## config.mk

```make
export PLATFORM = sky130hd
export DESIGN_NAME = ppu_top
export DESIGN_NICKNAME = d
export VERILOG_FILES = /design/src/common/ppu_pkg.sv /design/src/design/ppu_regs.sv /design/src/design/ppu_timing.sv /design/src/background/bg_fetch.sv /design/src/background/bg_shifter.sv /design/src/design/palette_ram.sv /design/src/design/ppu_top.sv
export SDC_FILE = /design/constraint.sdc
export NUM_CORES = 1
export LEC_CHECK = 0
export BUFFER_PORTS_ARGS = -buffer_cell sky130_fd_sc_hd__buf_2
export CAP_MARGIN = 10
export CORE_UTILIZATION = 30
export CTS_CLUSTER_SIZE = 24
export DETAILED_ROUTE_END_ITERATION = 10
export HOLD_SLACK_MARGIN = 0.05
export PLACE_DENSITY = 0.49
export SYNTH_ARGS = -nofsm -noshare
export SYNTH_HDL_FRONTEND = slang
export SYNTH_SLANG_ARGS = --single-unit
```

## constraint.sdc

```tcl
create_clock -name clk -period 2.6 [get_ports clk]
set_input_delay 0 -clock clk [delete_from_list [all_inputs] [get_ports clk]]
set_output_delay 0 -clock clk [all_outputs]
set_load 0.02 [all_outputs]
```

## src/common/ppu_pkg.sv

```systemverilog
package ppu_pkg;

    // cpu register map, 3-bit address
    localparam logic [2:0] reg_ctrl     = 3'd0;
    localparam logic [2:0] reg_mask     = 3'd1;
    localparam logic [2:0] reg_status   = 3'd2;
    localparam logic [2:0] reg_oam_addr = 3'd3;
    localparam logic [2:0] reg_oam_data = 3'd4;
    localparam logic [2:0] reg_scroll   = 3'd5;
    localparam logic [2:0] reg_addr     = 3'd6;
    localparam logic [2:0] reg_data     = 3'd7;

    // raster geometry
    localparam int         dots_per_line  = 341;
    localparam logic [8:0] last_dot       = 9'(dots_per_line - 1);
    localparam logic [8:0] vblank_line    = 9'd240;
    localparam logic [8:0] last_line      = 9'd260;
    localparam logic [8:0] prerender_line = 9'h1FF;  // line -1
    localparam logic [8:0] visible_dots   = 9'd256;
    localparam logic [8:0] prefetch_first = 9'd320;  // first two tiles of next line
    localparam logic [8:0] prefetch_last  = 9'd336;

    // vram map
    localparam logic [5:0] palette_page   = 6'h3F;
    localparam logic [1:0] nametable_base = 2'b10;
    localparam logic [3:0] attr_row       = 4'b1111;
    localparam int         vram_addr_w    = 14;

    localparam logic [vram_addr_w-1:0] increment_down = 32;  // one nametable row

    // scroll register, loaded a byte at a time by the cpu,
    // read as tile/pixel fields by the scroll counters
    typedef struct packed {
        logic [7:0] hi;
        logic [7:0] lo;
    } scroll_bytes_t;

    typedef struct packed {
        logic [4:0] coarse_x;
        logic [2:0] fine_x;
        logic [7:0] y;
    } scroll_fields_t;

    typedef union packed {
        scroll_bytes_t  bytes;
        scroll_fields_t fields;
    } scroll_word_t;

endpackage

```

## src/design/ppu_regs.sv

```systemverilog
`timescale 1ns/1ps

module ppu_regs (
    input  logic                               clk,
    input  logic                               reset,
    input  logic [2:0]                         ain,
    input  logic                               read,
    input  logic                               write,
    input  logic [7:0]                         din,
    input  logic [7:0]                         vram_din,
    input  logic                               nmi_flag,
    output logic [7:0]                         dout,
    output logic                               status_read,
    output logic                               rendering_enabled,
    output logic                               nmi_enable,
    output logic                               cpu_access,
    output logic                               cpu_access_read,
    output logic                               cpu_access_write,
    output logic [ppu_pkg::vram_addr_w-1:0]    vram_ptr,
    output ppu_pkg::scroll_word_t              scroll,
    output logic [1:0]                         base_nametable,
    output logic                               bg_pattern_table,
    output logic                               palette_we,
    output logic [4:0]                         palette_index,
    output logic [5:0]                         palette_wdata
);

    logic [7:0]                      ctrl;
    logic [7:0]                      mask;
    logic                            write_toggle;  // shared by scroll and addr
    logic [7:0]                      read_buffer;
    logic                            read_pending;
    logic                            data_sel;
    logic                            in_palette;
    logic [ppu_pkg::vram_addr_w-1:0] ptr_step;

    assign data_sel    = ain == ppu_pkg::reg_data;
    assign in_palette  = vram_ptr[13:8] == ppu_pkg::palette_page;
    assign status_read = read && (ain == ppu_pkg::reg_status);

    assign cpu_access       = data_sel && (read || write);
    assign cpu_access_read  = data_sel && read;
    assign cpu_access_write = data_sel && write && !in_palette;  // palette writes stay inside

    assign palette_we    = data_sel && write && in_palette;
    assign palette_index = vram_ptr[4:0];
    assign palette_wdata = din[5:0];

    assign nmi_enable        = ctrl[7];
    assign bg_pattern_table  = ctrl[4];
    assign base_nametable    = ctrl[1:0];
    assign rendering_enabled = mask[4:3] != 2'b00;  // bg or sprite enable

    assign ptr_step = ctrl[2] ? ppu_pkg::increment_down : 14'd1;

    always_ff @(posedge clk) begin
        if (reset) begin
            ctrl         <= 8'd0;
            mask         <= 8'd0;
            write_toggle <= 1'b0;
            vram_ptr     <= '0;
            scroll       <= '0;
        end else begin
            if (status_read)
                write_toggle <= 1'b0;
            if (write) begin
                case (ain)
                    ppu_pkg::reg_ctrl: ctrl <= din;
                    ppu_pkg::reg_mask: mask <= din;
                    ppu_pkg::reg_oam_addr, ppu_pkg::reg_oam_data: ;  // no sprites here
                    ppu_pkg::reg_scroll: begin
                        if (!write_toggle)
                            scroll.bytes.hi <= din;  // x first
                        else
                            scroll.bytes.lo <= din;
                        write_toggle <= !write_toggle;
                    end
                    ppu_pkg::reg_addr: begin
                        if (!write_toggle)
                            vram_ptr[13:8] <= din[5:0];
                        else
                            vram_ptr[7:0] <= din;
                        write_toggle <= !write_toggle;
                    end
                    default: ;
                endcase
            end
            if (cpu_access)
                vram_ptr <= vram_ptr + ptr_step;
        end
    end

    // vram answers one clock after the read strobe
    always_ff @(posedge clk) begin
        if (reset)
            read_pending <= 1'b0;
        else
            read_pending <= cpu_access_read;
    end

    always_ff @(posedge clk) begin
        if (read_pending)
            read_buffer <= vram_din;
    end

    always_comb begin
        if (ain == ppu_pkg::reg_status)
            dout = {nmi_flag, 7'd0};
        else if (data_sel && in_palette)
            dout = 8'd0;
        else
            dout = read_buffer;  // byte from the previous data read
    end

endmodule

```

## src/design/ppu_timing.sv

```systemverilog
`timescale 1ns/1ps

module ppu_timing (
    input  logic       clk,
    input  logic       reset,
    input  logic       rendering_enabled,
    input  logic       status_read,
    output logic [8:0] scanline,
    output logic [8:0] cycle,
    output logic       in_vblank,
    output logic       nmi_flag,
    output logic       render_active
);

    logic odd_frame;
    logic short_line;
    logic end_of_line;
    logic end_of_frame;

    assign render_active = rendering_enabled && !in_vblank &&
                           (scanline != ppu_pkg::vblank_line);

    // odd frames skip the last dot of the pre-render line while rendering
    assign short_line   = odd_frame && render_active && (scanline == ppu_pkg::prerender_line);
    assign end_of_line  = short_line ? (cycle == ppu_pkg::last_dot - 9'd1)
                                     : (cycle == ppu_pkg::last_dot);
    assign end_of_frame = end_of_line && (scanline == ppu_pkg::last_line);

    always_ff @(posedge clk) begin
        if (reset) begin
            scanline  <= 9'd0;
            cycle     <= 9'd0;
            odd_frame <= 1'b0;
            in_vblank <= 1'b1;
            nmi_flag  <= 1'b0;
        end else begin
            cycle <= end_of_line ? 9'd0 : cycle + 9'd1;
            if (end_of_frame) begin
                scanline  <= ppu_pkg::prerender_line;
                odd_frame <= !odd_frame;
            end else if (end_of_line) begin
                scanline <= scanline + 9'd1;  // -1 wraps to 0
            end

            if (end_of_line && scanline == ppu_pkg::vblank_line) begin
                in_vblank <= 1'b1;
                nmi_flag  <= 1'b1;
            end
            if (end_of_frame) begin
                in_vblank <= 1'b0;
                nmi_flag  <= 1'b0;
            end
            // a status read wins over a flag set on the same edge
            if (status_read)
                nmi_flag <= 1'b0;
        end
    end

endmodule

```

## src/background/bg_fetch.sv

```systemverilog
`timescale 1ns/1ps

module bg_fetch (
    input  logic                            clk,
    input  logic                            reset,
    input  logic [8:0]                      cycle,
    input  logic [8:0]                      scanline,
    input  logic                            render_active,
    input  ppu_pkg::scroll_word_t           scroll,
    input  logic [1:0]                      base_nametable,
    input  logic                            bg_pattern_table,
    input  logic                            cpu_access,
    input  logic                            cpu_access_read,
    input  logic                            cpu_access_write,
    input  logic [ppu_pkg::vram_addr_w-1:0] vram_ptr,
    input  logic [7:0]                      vram_din,
    output logic [ppu_pkg::vram_addr_w-1:0] vram_a,
    output logic                            vram_r,
    output logic                            vram_w,
    output logic [4:0]                      coarse_x,
    output logic [7:0]                      tile_row_y
);

    logic [1:0]                      nt_sel;  // current nametable
    logic [7:0]                      tile_num;
    logic [2:0]                      dot_phase;
    logic                            fetch_window;
    logic [ppu_pkg::vram_addr_w-1:0] fetch_addr;

    assign dot_phase    = cycle[2:0] - 3'd1;  // 0 on the first dot of each tile slot
    assign fetch_window = (cycle >= 9'd1 && cycle <= ppu_pkg::visible_dots) ||
                          (cycle >= ppu_pkg::prefetch_first && cycle < ppu_pkg::prefetch_last);

    always_ff @(posedge clk) begin
        if (reset) begin
            coarse_x   <= 5'd0;
            tile_row_y <= 8'd0;
            nt_sel     <= 2'd0;
        end else if (render_active) begin
            // step to the next tile once the attribute byte is in
            if (cycle[2:0] == 3'd4 && fetch_window) begin
                coarse_x <= coarse_x + 5'd1;
                if (coarse_x == 5'd31)
                    nt_sel[0] <= !nt_sel[0];
            end
            if (cycle == 9'd251) begin
                if (tile_row_y == 8'd239) begin  // bottom of the nametable
                    tile_row_y <= 8'd0;
                    nt_sel[1]  <= !nt_sel[1];
                end else begin
                    tile_row_y <= tile_row_y + 8'd1;
                end
            end
            if (cycle == ppu_pkg::prefetch_first) begin
                coarse_x  <= scroll.fields.coarse_x;
                nt_sel[0] <= base_nametable[0];
            end
            // whole scroll position reloads before the first prefetch of a frame
            if (scanline == ppu_pkg::prerender_line && cycle == ppu_pkg::prefetch_first - 9'd1) begin
                coarse_x   <= scroll.fields.coarse_x;
                tile_row_y <= scroll.fields.y;
                nt_sel     <= base_nametable;
            end
        end
    end

    always_ff @(posedge clk) begin
        if (render_active && cycle[2:0] == 3'd2)
            tile_num <= vram_din;  // nametable byte
    end

    always_comb begin
        case (dot_phase[2:1])
            2'd0: fetch_addr = {ppu_pkg::nametable_base, nt_sel, tile_row_y[7:3], coarse_x};
            2'd1: fetch_addr = {ppu_pkg::nametable_base, nt_sel, ppu_pkg::attr_row,
                                tile_row_y[7:5], coarse_x[4:2]};
            2'd2: fetch_addr = {1'b0, bg_pattern_table, tile_num, 1'b0, tile_row_y[2:0]};
            default: fetch_addr = {1'b0, bg_pattern_table, tile_num, 1'b1, tile_row_y[2:0]};
        endcase
    end

    // cpu access owns the bus for its cycle
    assign vram_a = cpu_access ? vram_ptr : fetch_addr;
    assign vram_r = cpu_access ? cpu_access_read : (render_active && cycle[0]);
    assign vram_w = cpu_access_write;

endmodule

```

## src/background/bg_shifter.sv

```systemverilog
`timescale 1ns/1ps

module bg_shifter (
    input  logic       clk,
    input  logic       reset,
    input  logic [8:0] cycle,
    input  logic       render_active,
    input  logic [7:0] vram_din,
    input  logic [4:0] coarse_x,
    input  logic [7:0] tile_row_y,
    output logic [3:0] bg_pixel
);

    logic [7:0]  pat_lo_latch;
    logic [1:0]  attr_latch;
    logic [1:0]  attr_next;   // attribute of the tile waiting in the upper half
    logic [15:0] pat_lo_shift;
    logic [15:0] pat_hi_shift;
    logic [7:0]  attr_lo_shift;
    logic [7:0]  attr_hi_shift;
    logic        shift_window;

    assign shift_window = render_active && cycle >= 9'd1 && cycle <= ppu_pkg::prefetch_last;

    always_ff @(posedge clk) begin
        if (shift_window) begin
            if (cycle[2:0] == 3'd4)
                attr_latch <= vram_din[{tile_row_y[4], coarse_x[1], 1'b0} +: 2];  // quadrant
            if (cycle[2:0] == 3'd6)
                pat_lo_latch <= vram_din;
            if (cycle[2:0] == 3'd0)
                attr_next <= attr_latch;
        end
    end

    always_ff @(posedge clk) begin
        if (reset) begin
            pat_lo_shift  <= 16'd0;
            pat_hi_shift  <= 16'd0;
            attr_lo_shift <= 8'd0;
            attr_hi_shift <= 8'd0;
        end else if (shift_window) begin
            attr_lo_shift <= {attr_next[0], attr_lo_shift[7:1]};
            attr_hi_shift <= {attr_next[1], attr_hi_shift[7:1]};
            if (cycle[2:0] == 3'd0) begin
                // leftmost pixel goes to the lsb end
                pat_lo_shift <= {{<<{pat_lo_latch}}, pat_lo_shift[8:1]};
                pat_hi_shift <= {{<<{vram_din}}, pat_hi_shift[8:1]};
            end else begin
                pat_lo_shift <= {1'b0, pat_lo_shift[15:1]};
                pat_hi_shift <= {1'b0, pat_hi_shift[15:1]};
            end
        end
    end

    assign bg_pixel = render_active ? {attr_hi_shift[0], attr_lo_shift[0],
                                       pat_hi_shift[0], pat_lo_shift[0]}
                                    : 4'd0;

endmodule

```

## src/design/palette_ram.sv

```systemverilog
`timescale 1ns/1ps

module palette_ram (
    input  logic       clk,
    input  logic       reset,
    input  logic       palette_we,
    input  logic [4:0] palette_index,
    input  logic [5:0] palette_wdata,
    input  logic [3:0] bg_pixel,
    output logic [5:0] color
);

    logic [5:0] entries [0:31];
    logic       write_ignored;

    // 4, 8, 12, 20, 24, 28 do not take writes
    assign write_ignored = (palette_index[1:0] == 2'b00) && (palette_index[3:2] != 2'b00);

    always_ff @(posedge clk) begin
        if (reset) begin
            for (int i = 0; i < 32; i++)
                entries[i] <= 6'd0;
        end else if (palette_we && !write_ignored) begin
            entries[palette_index] <= palette_wdata;
        end
    end

    assign color = entries[{1'b0, bg_pixel}];  // background half of the table

endmodule

```

## src/design/ppu_top.sv

```systemverilog
`timescale 1ns/1ps

module ppu_top (
    input  logic                            clk,
    input  logic                            reset,
    input  logic [2:0]                      ain,
    input  logic                            read,
    input  logic                            write,
    input  logic [7:0]                      din,
    input  logic [7:0]                      vram_din,
    output logic [7:0]                      dout,
    output logic                            nmi,
    output logic [5:0]                      color,
    output logic                            vram_r,
    output logic                            vram_w,
    output logic [ppu_pkg::vram_addr_w-1:0] vram_a,
    output logic [7:0]                      vram_dout,
    output logic [8:0]                      scanline,
    output logic [8:0]                      cycle
);

    logic                            status_read;
    logic                            rendering_enabled;
    logic                            nmi_enable;
    logic                            nmi_flag;
    logic                            render_active;
    logic                            cpu_access;
    logic                            cpu_access_read;
    logic                            cpu_access_write;
    logic [ppu_pkg::vram_addr_w-1:0] vram_ptr;
    ppu_pkg::scroll_word_t           scroll;
    logic [1:0]                      base_nametable;
    logic                            bg_pattern_table;
    logic                            palette_we;
    logic [4:0]                      palette_index;
    logic [5:0]                      palette_wdata;
    logic [4:0]                      coarse_x;
    logic [7:0]                      tile_row_y;
    logic [3:0]                      bg_pixel;

    assign nmi       = nmi_flag && nmi_enable;
    assign vram_dout = din;  // cpu data goes straight out

    ppu_regs u_regs (
        .clk, .reset, .ain, .read, .write, .din, .vram_din, .nmi_flag,
        .dout, .status_read, .rendering_enabled, .nmi_enable,
        .cpu_access, .cpu_access_read, .cpu_access_write, .vram_ptr,
        .scroll, .base_nametable, .bg_pattern_table,
        .palette_we, .palette_index, .palette_wdata
    );

    ppu_timing u_timing (
        .clk, .reset, .rendering_enabled, .status_read,
        .scanline, .cycle, .in_vblank(), .nmi_flag, .render_active
    );

    bg_fetch u_fetch (
        .clk, .reset, .cycle, .scanline, .render_active, .scroll,
        .base_nametable, .bg_pattern_table,
        .cpu_access, .cpu_access_read, .cpu_access_write, .vram_ptr, .vram_din,
        .vram_a, .vram_r, .vram_w, .coarse_x, .tile_row_y
    );

    bg_shifter u_shifter (
        .clk, .reset, .cycle, .render_active, .vram_din, .coarse_x, .tile_row_y,
        .bg_pixel
    );

    palette_ram u_palette (
        .clk, .reset, .palette_we, .palette_index, .palette_wdata, .bg_pixel,
        .color
    );

endmodule

```

==> flow_metrics.tcl, run 1 <==
set metrics [dict create \
    grt_pass1_vias 8839 \
    syn_area_per_cell_um2 9.98 \
    worstPathArrival_ps 2720 \
    rsz0062_at_grt "yes" \
    clock_sinks 244 \
    dr.pass1.iters 5 \
    root_buffer "clkbuf_16" \
    synth_edf_count 124 \
    clock_latency_ps 550 \
    routabilityCongestion 0.817 \
    place_inst 1779 \
    grt_pass1_wl_um 52400 \
    antenna_found_initial 0 \
    end_kind "primary output" \
    vdd_drop_max_v 0.000461 \
    dp_hpwl_um 22500 \
    worst_pin_slew_ps 1150 \
    drive_above_1_share_pct 20.4 \
    status "finished, violations left" \
    numCtsBuffers 29 \
    dieHeight_um 201 \
    critical_path_required_ps 2600 \
    via_per_inst 4.95 \
    yosys_warnings 0 \
    final_util_pct 37.3 \
    final_net_count 1361 \
    setup_viol 6 \
    track_usage_pct 16.5 \
    die_x_um 201 \
    hp-class "input pin to register" \
    cts_tree "done" \
    io_buffers 79 \
    drc 0 \
    rr_worst_depth 11 \
    postLayoutSetupSlackWorst_ps -116 \
    timing.rr.start "u_timing.scanline[0]" \
    ys_seq_area_share_pct 51.4 \
    placed_cell_area_mm2 0.0131 \
    place_ws_ps 38.9 \
    syn_inst 1193 \
    rows 72 \
    period_share_pct 104 \
    switchingPower_w 0.00208 \
    min_to "u_regs.scroll[4]" \
    min_period_ps 2720 \
    max_freq_mhz 368 \
    drt_first_iter_violations 604 \
    leakage_nw 5.35 \
    power.density_mw_per_mm2 614 \
    seqPwrFrac_pct 46.8 \
    fin_skew_ps 14.4 \
    async_flop_share_pct 0 \
    vias 9226 \
    crit_type "register to primary output" \
    ys_ff_latch 244 \
    violations "setup timing" \
    layoutNonFillerInstCount 1864 \
    die_area_mm2 0.0405 \
    timing.rr.end "u_fetch.nt_sel[1]" \
    grt_max_degree 115 \
    fin_area_mm2 0.0145 \
    gr-total-overflow 0 \
    wl_per_cell_um 18.1 \
    start_util_pct 30.6 \
    htree_levels 1 \
    diodes 0 \
    relSlewSlack_pct 23.4 \
    cap_violations 0 \
    cts_buffer_depth 3 \
    ys_types 78 \
    p_clk_share_pct 46.1 \
    worst_setup_path_start_kind "register" \
    hp-start "din[4]" \
    holdPathStages 3 \
    ant_nets 0 \
    ios 80 \
    syn2layout_area_growth_pct 22.0 \
    r2r_setup_slack_ps 190 \
    routed_wl_um 33700 \
    synthFlopType "edfxtp_1" \
    hold_viol 0 \
    clkTransAtPathRegs_ps 60 \
    p_int_w 0.00684 \
    core-area_mm2 0.0389 \
    maxSlewViolCount 0 \
    switching_share_pct 23.3 \
    combPwrFrac_pct 7.1 \
    cp_max_fo 8 \
    syn_area_mm2 0.0119 \
    fillers 3944 \
]
-- critical path, cell delays in order, from the launching register on --
cell      delay (ps)
dfxtp_1          310
buf_4            150
and4_1           270
a211oi_4         230
buf_6            190
mux4_1           580
nor2_1           180
nor3_2            80
buf_4            160
-- power groups by stage --
| stage | Combinational (W) | Sequential [W] | Clock (W) |
|---|---|---|---|
| floorplan | 0.000371 | 0.00424 | 0 |
| global placement | 0.000599 | 0.00426 | 0 |
| detailed placement | 0.000601 | 0.00426 | 0 |
| CTS | 0.000634 | 0.00418 | 0.00421 |
| global route | 0.000689 | 0.00418 | 0.00435 |
| finish | 0.000637 | 0.00418 | 0.00411 |
-- metrics by stage --
| stage | hold WS [ps] | TNS (ps) | total power (W) |
|---|---|---|---|
| floorplan | 98.9 | 0 | 0.00461 |
| global placement | 279 | 0 | 0.00485 |
| detailed placement | 285 | 0 | 0.00486 |
| CTS | 57.0 | -937 | 0.00902 |
| global route | 70.2 | -1370 | 0.00922 |
| finish | 65.7 | -507 | 0.00893 |
-- sequential cells by signal, indices dropped and copies added (netlist names), 5 cells and up --
signal,cells
u_timing.cycle,9
u_shifter.attr_lo_shift,8
u_shifter.attr_hi_shift,8
u_shifter.pat_lo_latch,8
u_regs.scroll,13
u_fetch.tile_row_y,8
u_regs.ctrl,5
u_regs.read_buffer,8
u_shifter.pat_lo_shift,16
u_palette.entries,96
u_regs.vram_ptr,14
u_timing.scanline,9
u_fetch.tile_num,8
u_shifter.pat_hi_shift,16
u_fetch.coarse_x,5
-- Yosys cell counts, types with 4 or more instances --
library cell / number / area share, %
clkbuf_1: 54 / 1.7
a211oi_1: 23 / 1.4
a31o_2: 4 / 0.29
buf_4: 17 / 1.1
and3_1: 9 / 0.47
xnor2_1: 4 / 0.29
dfxtp_1: 120 / 20
and2_1: 87 / 4.6
o211a_1: 7 / 0.59
a2bb2oi_1: 10 / 0.74
nand4_1: 9 / 0.47
nor4_1: 6 / 0.32
mux2i_1: 52 / 4.4
a21o_1: 6 / 0.38
mux4_2: 5 / 0.95
o22ai_1: 8 / 0.42
nand2b_1: 9 / 0.47
nor3_1: 18 / 0.76
a221oi_1: 4 / 0.29
nand3_1: 25 / 1.1
or3_1: 7 / 0.37
edfxtp_1: 124 / 31
nor2b_1: 21 / 1.1
a31oi_1: 12 / 0.63
nand2_1: 134 / 4.2
a21oi_1: 96 / 4.0
xor2_1: 6 / 0.44
buf_6: 5 / 0.47
ha_1: 14 / 1.5
buf_1: 4 / 0.13
buf_2: 8 / 0.34
o21ai_0: 55 / 2.3
inv_1: 19 / 0.60
nand3b_1: 6 / 0.38
nor3b_1: 5 / 0.32
a21oi_2: 4 / 0.29
a211oi_2: 11 / 1.2
o311ai_0: 7 / 0.51
a311oi_1: 5 / 0.37
nor2_1: 117 / 3.7
-- cells by family (layout without fill, tap and decap cells) --
logic type | Yosys count | count (layout) | synth area share [%]
multiplexers | 61 | 61 | 6.10
AO/OA/AOI/OAI | 280 | 280 | 15.8
AND/OR/NAND/NOR | 474 | 474 | 20.0
XOR/XNOR | 10 | 10 | 0.735
adder cells (fa/ha/maj) | 14 | 14 | 1.47
flip-flops | 244 | 244 | 51.4
buffers and inverters | 109 | 245 | 4.39
other | 1 | 18 | 0.0315
-- layer usage --
layer | GRT usage, % | part of all wire [%] | up-vias
li1 | - | - | 4551
met1 | 23.3 | 48 | 4433
met2 | 26.0 | 45 | 185
met3 | 2.28 | 3.9 | 57
met4 | 5.17 | 2.9 | 0
met5 | 0 | 0 | -
-- how the worst max path moves through the flow --
stage,start,endpoint,depth (start not counted)
2_1_floorplan,u_timing.scanline[0],u_fetch.nt_sel[1],9
3_3_place_gp,u_timing.scanline[0],u_fetch.nt_sel[1],9
3_5_place_dp,u_timing.scanline[0],u_fetch.nt_sel[1],9
4_1_cts,u_timing.scanline[1],color[1],9
5_1_grt,u_timing.scanline[1],color[1],9
6_report,u_timing.scanline[7],color[1],8
-- placed cells by master, fill, tap and decap left out, types with 11 or more instances in the layout --
master	Yosys	layout
nor3_1	18	15
nor2b_1	21	20
a211oi_1	23	23
a21oi_1	96	96
nand3_1	25	24
and2_1	87	87
a31oi_1	12	12
nor2_1	117	112
mux2i_1	52	52
o21ai_0	55	52
nand2_1	134	134
buf_4	17	69
conb_1	1	18
ha_1	14	11
clkbuf_16	0	29
a211oi_2	11	11
dfxtp_1	120	113
inv_1	19	17
dlygate4sd3_1	0	22
edfxtp_1	124	124
buf_2	8	72
-- repair_timing --
item | CTS | global route
pin swaps | 7 | 6
gates resized for setup | 36 | 11
hold buffers | 22 | 0
endpoints found under the setup margin | 17 | 38
buffers inserted | 7 | 3
endpoints found under the hold margin | 71 | 0
-- final cells by class --
class	instances	area (um^2)	share of cell area [%]
Tap cell	518	648	4.46
Clock inverter	8	93.8	0.646
Timing Repair Buffer	173	1250	8.64
Multi-Input combinational cell	857	5450	37.5
Sequential cell	244	6140	42.2
Clock buffer	45	876	6.03
Inverter	19	71.3	0.491
(Power assumes the default switching activity.)
==> run 2: changes to the inputs <==
SKIP_LAST_GASP = 1   (was default)
==> run 2 against run 1 <==
The flow still finishes with violations (setup timing). Critical path depth is the same. Final area is essentially flat. Power is essentially flat. Clock-buffer cell count is the same. Critical path type unchanged. Largest cell class unchanged. Largest power group unchanged.
==> flow_metrics.tcl, run 2 (synthesis gave the netlist of run 1 again) <==
set metrics [dict create \
    status "finished, violations left" \
    violations "setup timing" \
    fin_skew_ps 13.3 \
    clock_latency_ps 550 \
    die_area_mm2 0.0405 \
    rows 72 \
    setup_viol 6 \
    final_util_pct 37.3 \
    place_inst 1779 \
    clock_sinks 244 \
    maxSlewViolCount 0 \
    relSlewSlack_pct 23.9 \
    cp_max_fo 6 \
    worst_pin_slew_ps 1140 \
    postLayoutSetupSlackWorst_ps -132 \
    routabilityCongestion 0.817 \
    via_per_inst 4.96 \
    vdd_drop_max_v 0.000462 \
    numCtsBuffers 29 \
    gr-total-overflow 0 \
    min_period_ps 2730 \
    die_x_um 201 \
    worstPathArrival_ps 2730 \
    drive_above_1_share_pct 20.3 \
    critical_path_required_ps 2600 \
    clkTransAtPathRegs_ps 60 \
    cts_tree "done" \
    root_buffer "clkbuf_16" \
    period_share_pct 105 \
    final_common_cell "nand2_1" \
    hold_viol 0 \
    dp_hpwl_um 22500 \
    drc 0 \
    final_net_count 1361 \
    fillers 3943 \
    end_kind "primary output" \
    htree_levels 1 \
    syn2layout_area_growth_pct 22.0 \
    place_ws_ps 38.9 \
    grt_max_degree 115 \
    cap_violations 0 \
    start_util_pct 30.6 \
    max_freq_mhz 366 \
    wl_per_cell_um 18.1 \
    antenna_found_initial 0 \
    largestRegisters "u_palette.entries (96), u_shifter.pat_hi_shift (16), u_shifter.pat_lo_shift (16)" \
    hp-class "input pin to register" \
    dr.pass1.iters 7 \
    grt_pass1_wl_um 52400 \
    largest_register "u_palette.entries" \
    io_buffers 79 \
    final_cell_mix "nand2_1 (134), edfxtp_1 (124), dfxtp_1 (113), nor2_1 (112), a21oi_1 (96)" \
    drt_first_iter_violations 637 \
    rsz0062_at_grt "yes" \
    vias 9244 \
    crit_type "register to primary output" \
    ios 80 \
    holdWs_ps 63.5 \
    worst_setup_path_start_kind "register" \
    cts_buffer_depth 3 \
    dieHeight_um 201 \
    track_usage_pct 16.5 \
    routed_wl_um 33700 \
    largest_register_ffs 96 \
    power.density_mw_per_mm2 614 \
    ant_nets 0 \
    grt_pass1_vias 8838 \
    layoutNonFillerInstCount 1865 \
    leakage_nw 5.35 \
    core-area_mm2 0.0389 \
]
[run 2: changes by cell type in the layout (fill, tap and decap cells not counted), sizes merged]
cell / delta
diode: +1
[run 2: cell type report]
cell class	count	area, um^2	area share [%]
flip-flops and latches	244	6140	42.3
multi-input cells	857	5440	37.5
repair buffers	173	1250	8.62
clock buffers	45	876	6.03
well taps	518	648	4.46
clock inverters	8	93.8	0.646
inverters	19	71.3	0.491
diodes	1	2.50	0.0172
[run 2: report_power, final]
group / internal [W] / switching [W]
registers: 0.00412 / 0.0000542
clock network: 0.00250 / 0.00161
logic: 0.000223 / 0.000414
total: 0.00684 / 0.00208
[run 2: final timing paths]
| kind | start | cells past startpoint | endpoint | slack, ps |
|---|---|---|---|---|
| worst min register to register | u_shifter.attr_latch[1] | 0 | u_shifter.attr_next[1] | 420 |
| worst max-delay path | u_timing.scanline[3] | 8 | color[1] | -130 |
| worst max register to register | u_timing.scanline[0] | 11 | u_fetch.nt_sel[1] | 190 |
| worst min-delay path | din[4] | 3 | u_regs.scroll[4] | 60 |
[run 2: worst max-delay path, stage by stage (launching register included)]
cell and delay [ps]:
dfxtp_2 350, buf_6 130, or4b_4 550, o211ai_1 300, buf_4 230, a2bb2oi_1 90
a2bb2oi_2 170, nor3_2 180, buf_4 180
[run 2: what timing repair did]
action | 4_1_cts | 5_1_grt
pin swaps | 7 | 6
gates cloned | 0 | 0
hold buffers | 22 | 0
resized for setup | 35 | 10
hold endpoints to repair | 71 | 0
buffers inserted | 7 | 3
endpoints found under the setup margin | 17 | 45
[run 2: per-layer routing]
metal / up-vias / track usage [%] / wire length (um)
met3: 57 / 2.28 / 1310
met2: 181 / 26.0 / 15100
met5: - / 0 / 0
met4: 0 / 5.17 / 981
met1: 4458 / 23.3 / 16300
li1: 4548 / - / -
[run 2: metrics by stage]
stage               area, um^2  power, W  TNS [ps]
floorplan                12000   0.00461         0
global placement         13100   0.00485         0
detailed placement       13100   0.00486         0
CTS                      14500   0.00902      -938
global route             14500   0.00922     -1370
finish                   14500   0.00892      -553
==> run 3: changes to the inputs <==
CORE_ASPECT_RATIO = 1.2   (was default)
==> run 3 against run 2 <==
The run still ends with setup timing left. Fmax up 2.8%. Sequential cell count unchanged. Power up 1.3%. Via count down 1.5%. Final area about the same. Clock-buffer cell count down 10. Non-clock buffer count down 8. Die area about the same. Worst hold slack worse by 8.5 ps. Largest power group is now clock.
==> flow_metrics.tcl, run 3 (synthesis gave the netlist of run 1 again) <==
set metrics [dict create \
    status "finished, violations left" \
    violations "setup timing" \
    maxSlewViolCount 0 \
    largest_register_ffs 96 \
    via_per_inst 4.89 \
    final_common_cell "nand2_1" \
    end_kind "primary output" \
    switchingPower_w 0.00207 \
    hold_viol 0 \
    relSlewSlack_pct 28.0 \
    largestRegisters "u_palette.entries (96), u_shifter.pat_hi_shift (16), u_shifter.pat_lo_shift (16)" \
    dp_hpwl_um 22200 \
    diodes 0 \
    postLayoutSetupSlackWorst_ps -56.9 \
    largest_register "u_palette.entries" \
    ios 80 \
    highest_layer "met4" \
    cp_max_fo 6 \
    track_usage_pct 16.1 \
    setup_viol 3 \
    leakage_nw 5.31 \
    cap_violations 0 \
    numCtsBuffers 28 \
    fin_area_mm2 0.0145 \
    multiInputGateArea_mm2 0.00548 \
    layoutNonFillerInstCount 1862 \
    fillers 3973 \
    regArea_mm2 0.00613 \
    dieHeight_um 220 \
    dr_wl_met2_um 15900 \
    rsz0062_at_grt "yes" \
    rr_worst_depth 11 \
    clock_sinks 244 \
    gr-total-overflow 0 \
    switching_share_pct 22.9 \
    fin_skew_ps 9.14 \
    clkTransAtPathRegs_ps 60 \
    drive_above_1_share_pct 20.7 \
    vias 9103 \
    worstPathArrival_ps 2660 \
    root_buffer "clkbuf_16" \
    seqPwrFrac_pct 46.2 \
    clock_latency_ps 540 \
    routabilityCongestion 0.875 \
    min_period_ps 2660 \
    start_util_pct 30.6 \
    final_net_count 1352 \
    worst_setup_path_start_kind "register" \
    p_int_w 0.00697 \
    grt_pass1_vias 8827 \
    p_clk_share_pct 46.9 \
    dr.pass1.iters 5 \
    ant_nets 0 \
    vdd_drop_max_v 0.000507 \
    holdPathStages 3 \
    hp-class "input pin to register" \
    period_share_pct 102 \
    htree_levels 1 \
    die_x_um 184 \
    dr_wl_met3_um 1330 \
    grt_pass1_wl_um 50300 \
    max_freq_mhz 376 \
    placed_cell_area_mm2 0.0131 \
    worst_pin_slew_ps 1080 \
    cts_tree "done" \
    rows 79 \
    drt_first_iter_violations 565 \
    combPwrFrac_pct 6.9 \
    power.density_mw_per_mm2 622 \
    core-area_mm2 0.0389 \
    io_buffers 79 \
    cts_buffer_depth 3 \
    place_inst 1781 \
    drc 0 \
    die_area_mm2 0.0405 \
    final_cell_mix "nand2_1 (134), edfxtp_1 (124), dfxtp_1 (114), nor2_1 (112), a21oi_1 (96)" \
    syn2layout_area_growth_pct 21.9 \
    critical_path_required_ps 2600 \
    routed_wl_um 33000 \
    antenna_found_initial 0 \
    crit_type "register to primary output" \
    wl_met1_um 14800 \
    grt_max_degree 130 \
    wl_per_cell_um 17.7 \
]
## run 3: cell types whose count changed in the layout (fill, tap and decap cells not counted), sizes merged
cell / previous run / this run
dlygate4sd3: 22 / 23
buf: 151 / 142
clkinvlp: 1 / 2
diode: 1 / 0
bufinv: 2 / 5
inv: 21 / 20
clkinv: 3 / 8
clkbuf: 45 / 35
## run 3: power groups by stage
stage | Combinational [W] | Sequential, W | Clock, W
floorplan | 0.000371 | 0.00424 | 0
global placement | 0.000587 | 0.00425 | 0
detailed placement | 0.000589 | 0.00425 | 0
CTS | 0.000625 | 0.00417 | 0.00435
global route | 0.000670 | 0.00418 | 0.00450
finish | 0.000621 | 0.00417 | 0.00424
## run 3: layout make-up
| type | instances | share of cell area, % |
|---|---|---|
| clock buffer | 35 | 5.44 |
| inverter | 19 | 0.491 |
| tap | 526 | 4.53 |
| sequential | 244 | 42.2 |
| timing repair buffer | 165 | 8.12 |
| clock inverter | 16 | 1.44 |
| multi-input combinational | 857 | 37.7 |
## run 3: path summary, 6_finish.rpt
check                                               to  slack [ps]               startpoint
worst max register to register      u_timing.in_vblank         130     u_timing.scanline[0]
worst min-delay path                u_regs.vram_ptr[2]          60                    reset
worst max-delay path                          color[4]         -60     u_timing.scanline[0]
worst min register to register  u_shifter.attr_next[1]         430  u_shifter.attr_latch[1]
## run 3: routing by layer
metal | vias to the layer above | track usage (%)
li1 | 4521 | -
met1 | 4312 | 21.0
met2 | 221 | 27.7
met3 | 49 | 1.86
met4 | 0 | 5.14
met5 | - | 0
## run 3: what timing repair did
item                                   4_1_cts  5_1_grt
cloned                                       0        0
pin swaps                                   10        8
gates resized for setup                     41       13
setup endpoints to repair                   13       18
hold buffers                                23        0
endpoints found under the hold margin       61        0
buffers inserted                             7        1
## run 3: through the flow
step / hold slack [ps] / utilization [%] / total power [W] / setup TNS, ps / setup slack [ps]
after floorplan: 98.9 / - / 0.00461 / 0 / 166
after global placement: 257 / 33.5 / 0.00484 / 0 / 220
after detailed placement: 255 / 33.5 / 0.00484 / 0 / 129
after CTS: 81.2 / 37.1 / 0.00914 / -191 / -54.0
after global routing: 93.2 / 37.3 / 0.00935 / -656 / -173
final: 55.0 / 37.3 / 0.00904 / -105 / -56.9
## run 3: critical path, cell delays in order, from the launching register on
cell	delay (ps)
dfxtp_2	330
inv_2	60
ha_4	130
or4b_4	500
o211ai_1	250
buf_4	210
o2bb2ai_2	120
a22oi_2	90
nor3_2	250
buf_4	180
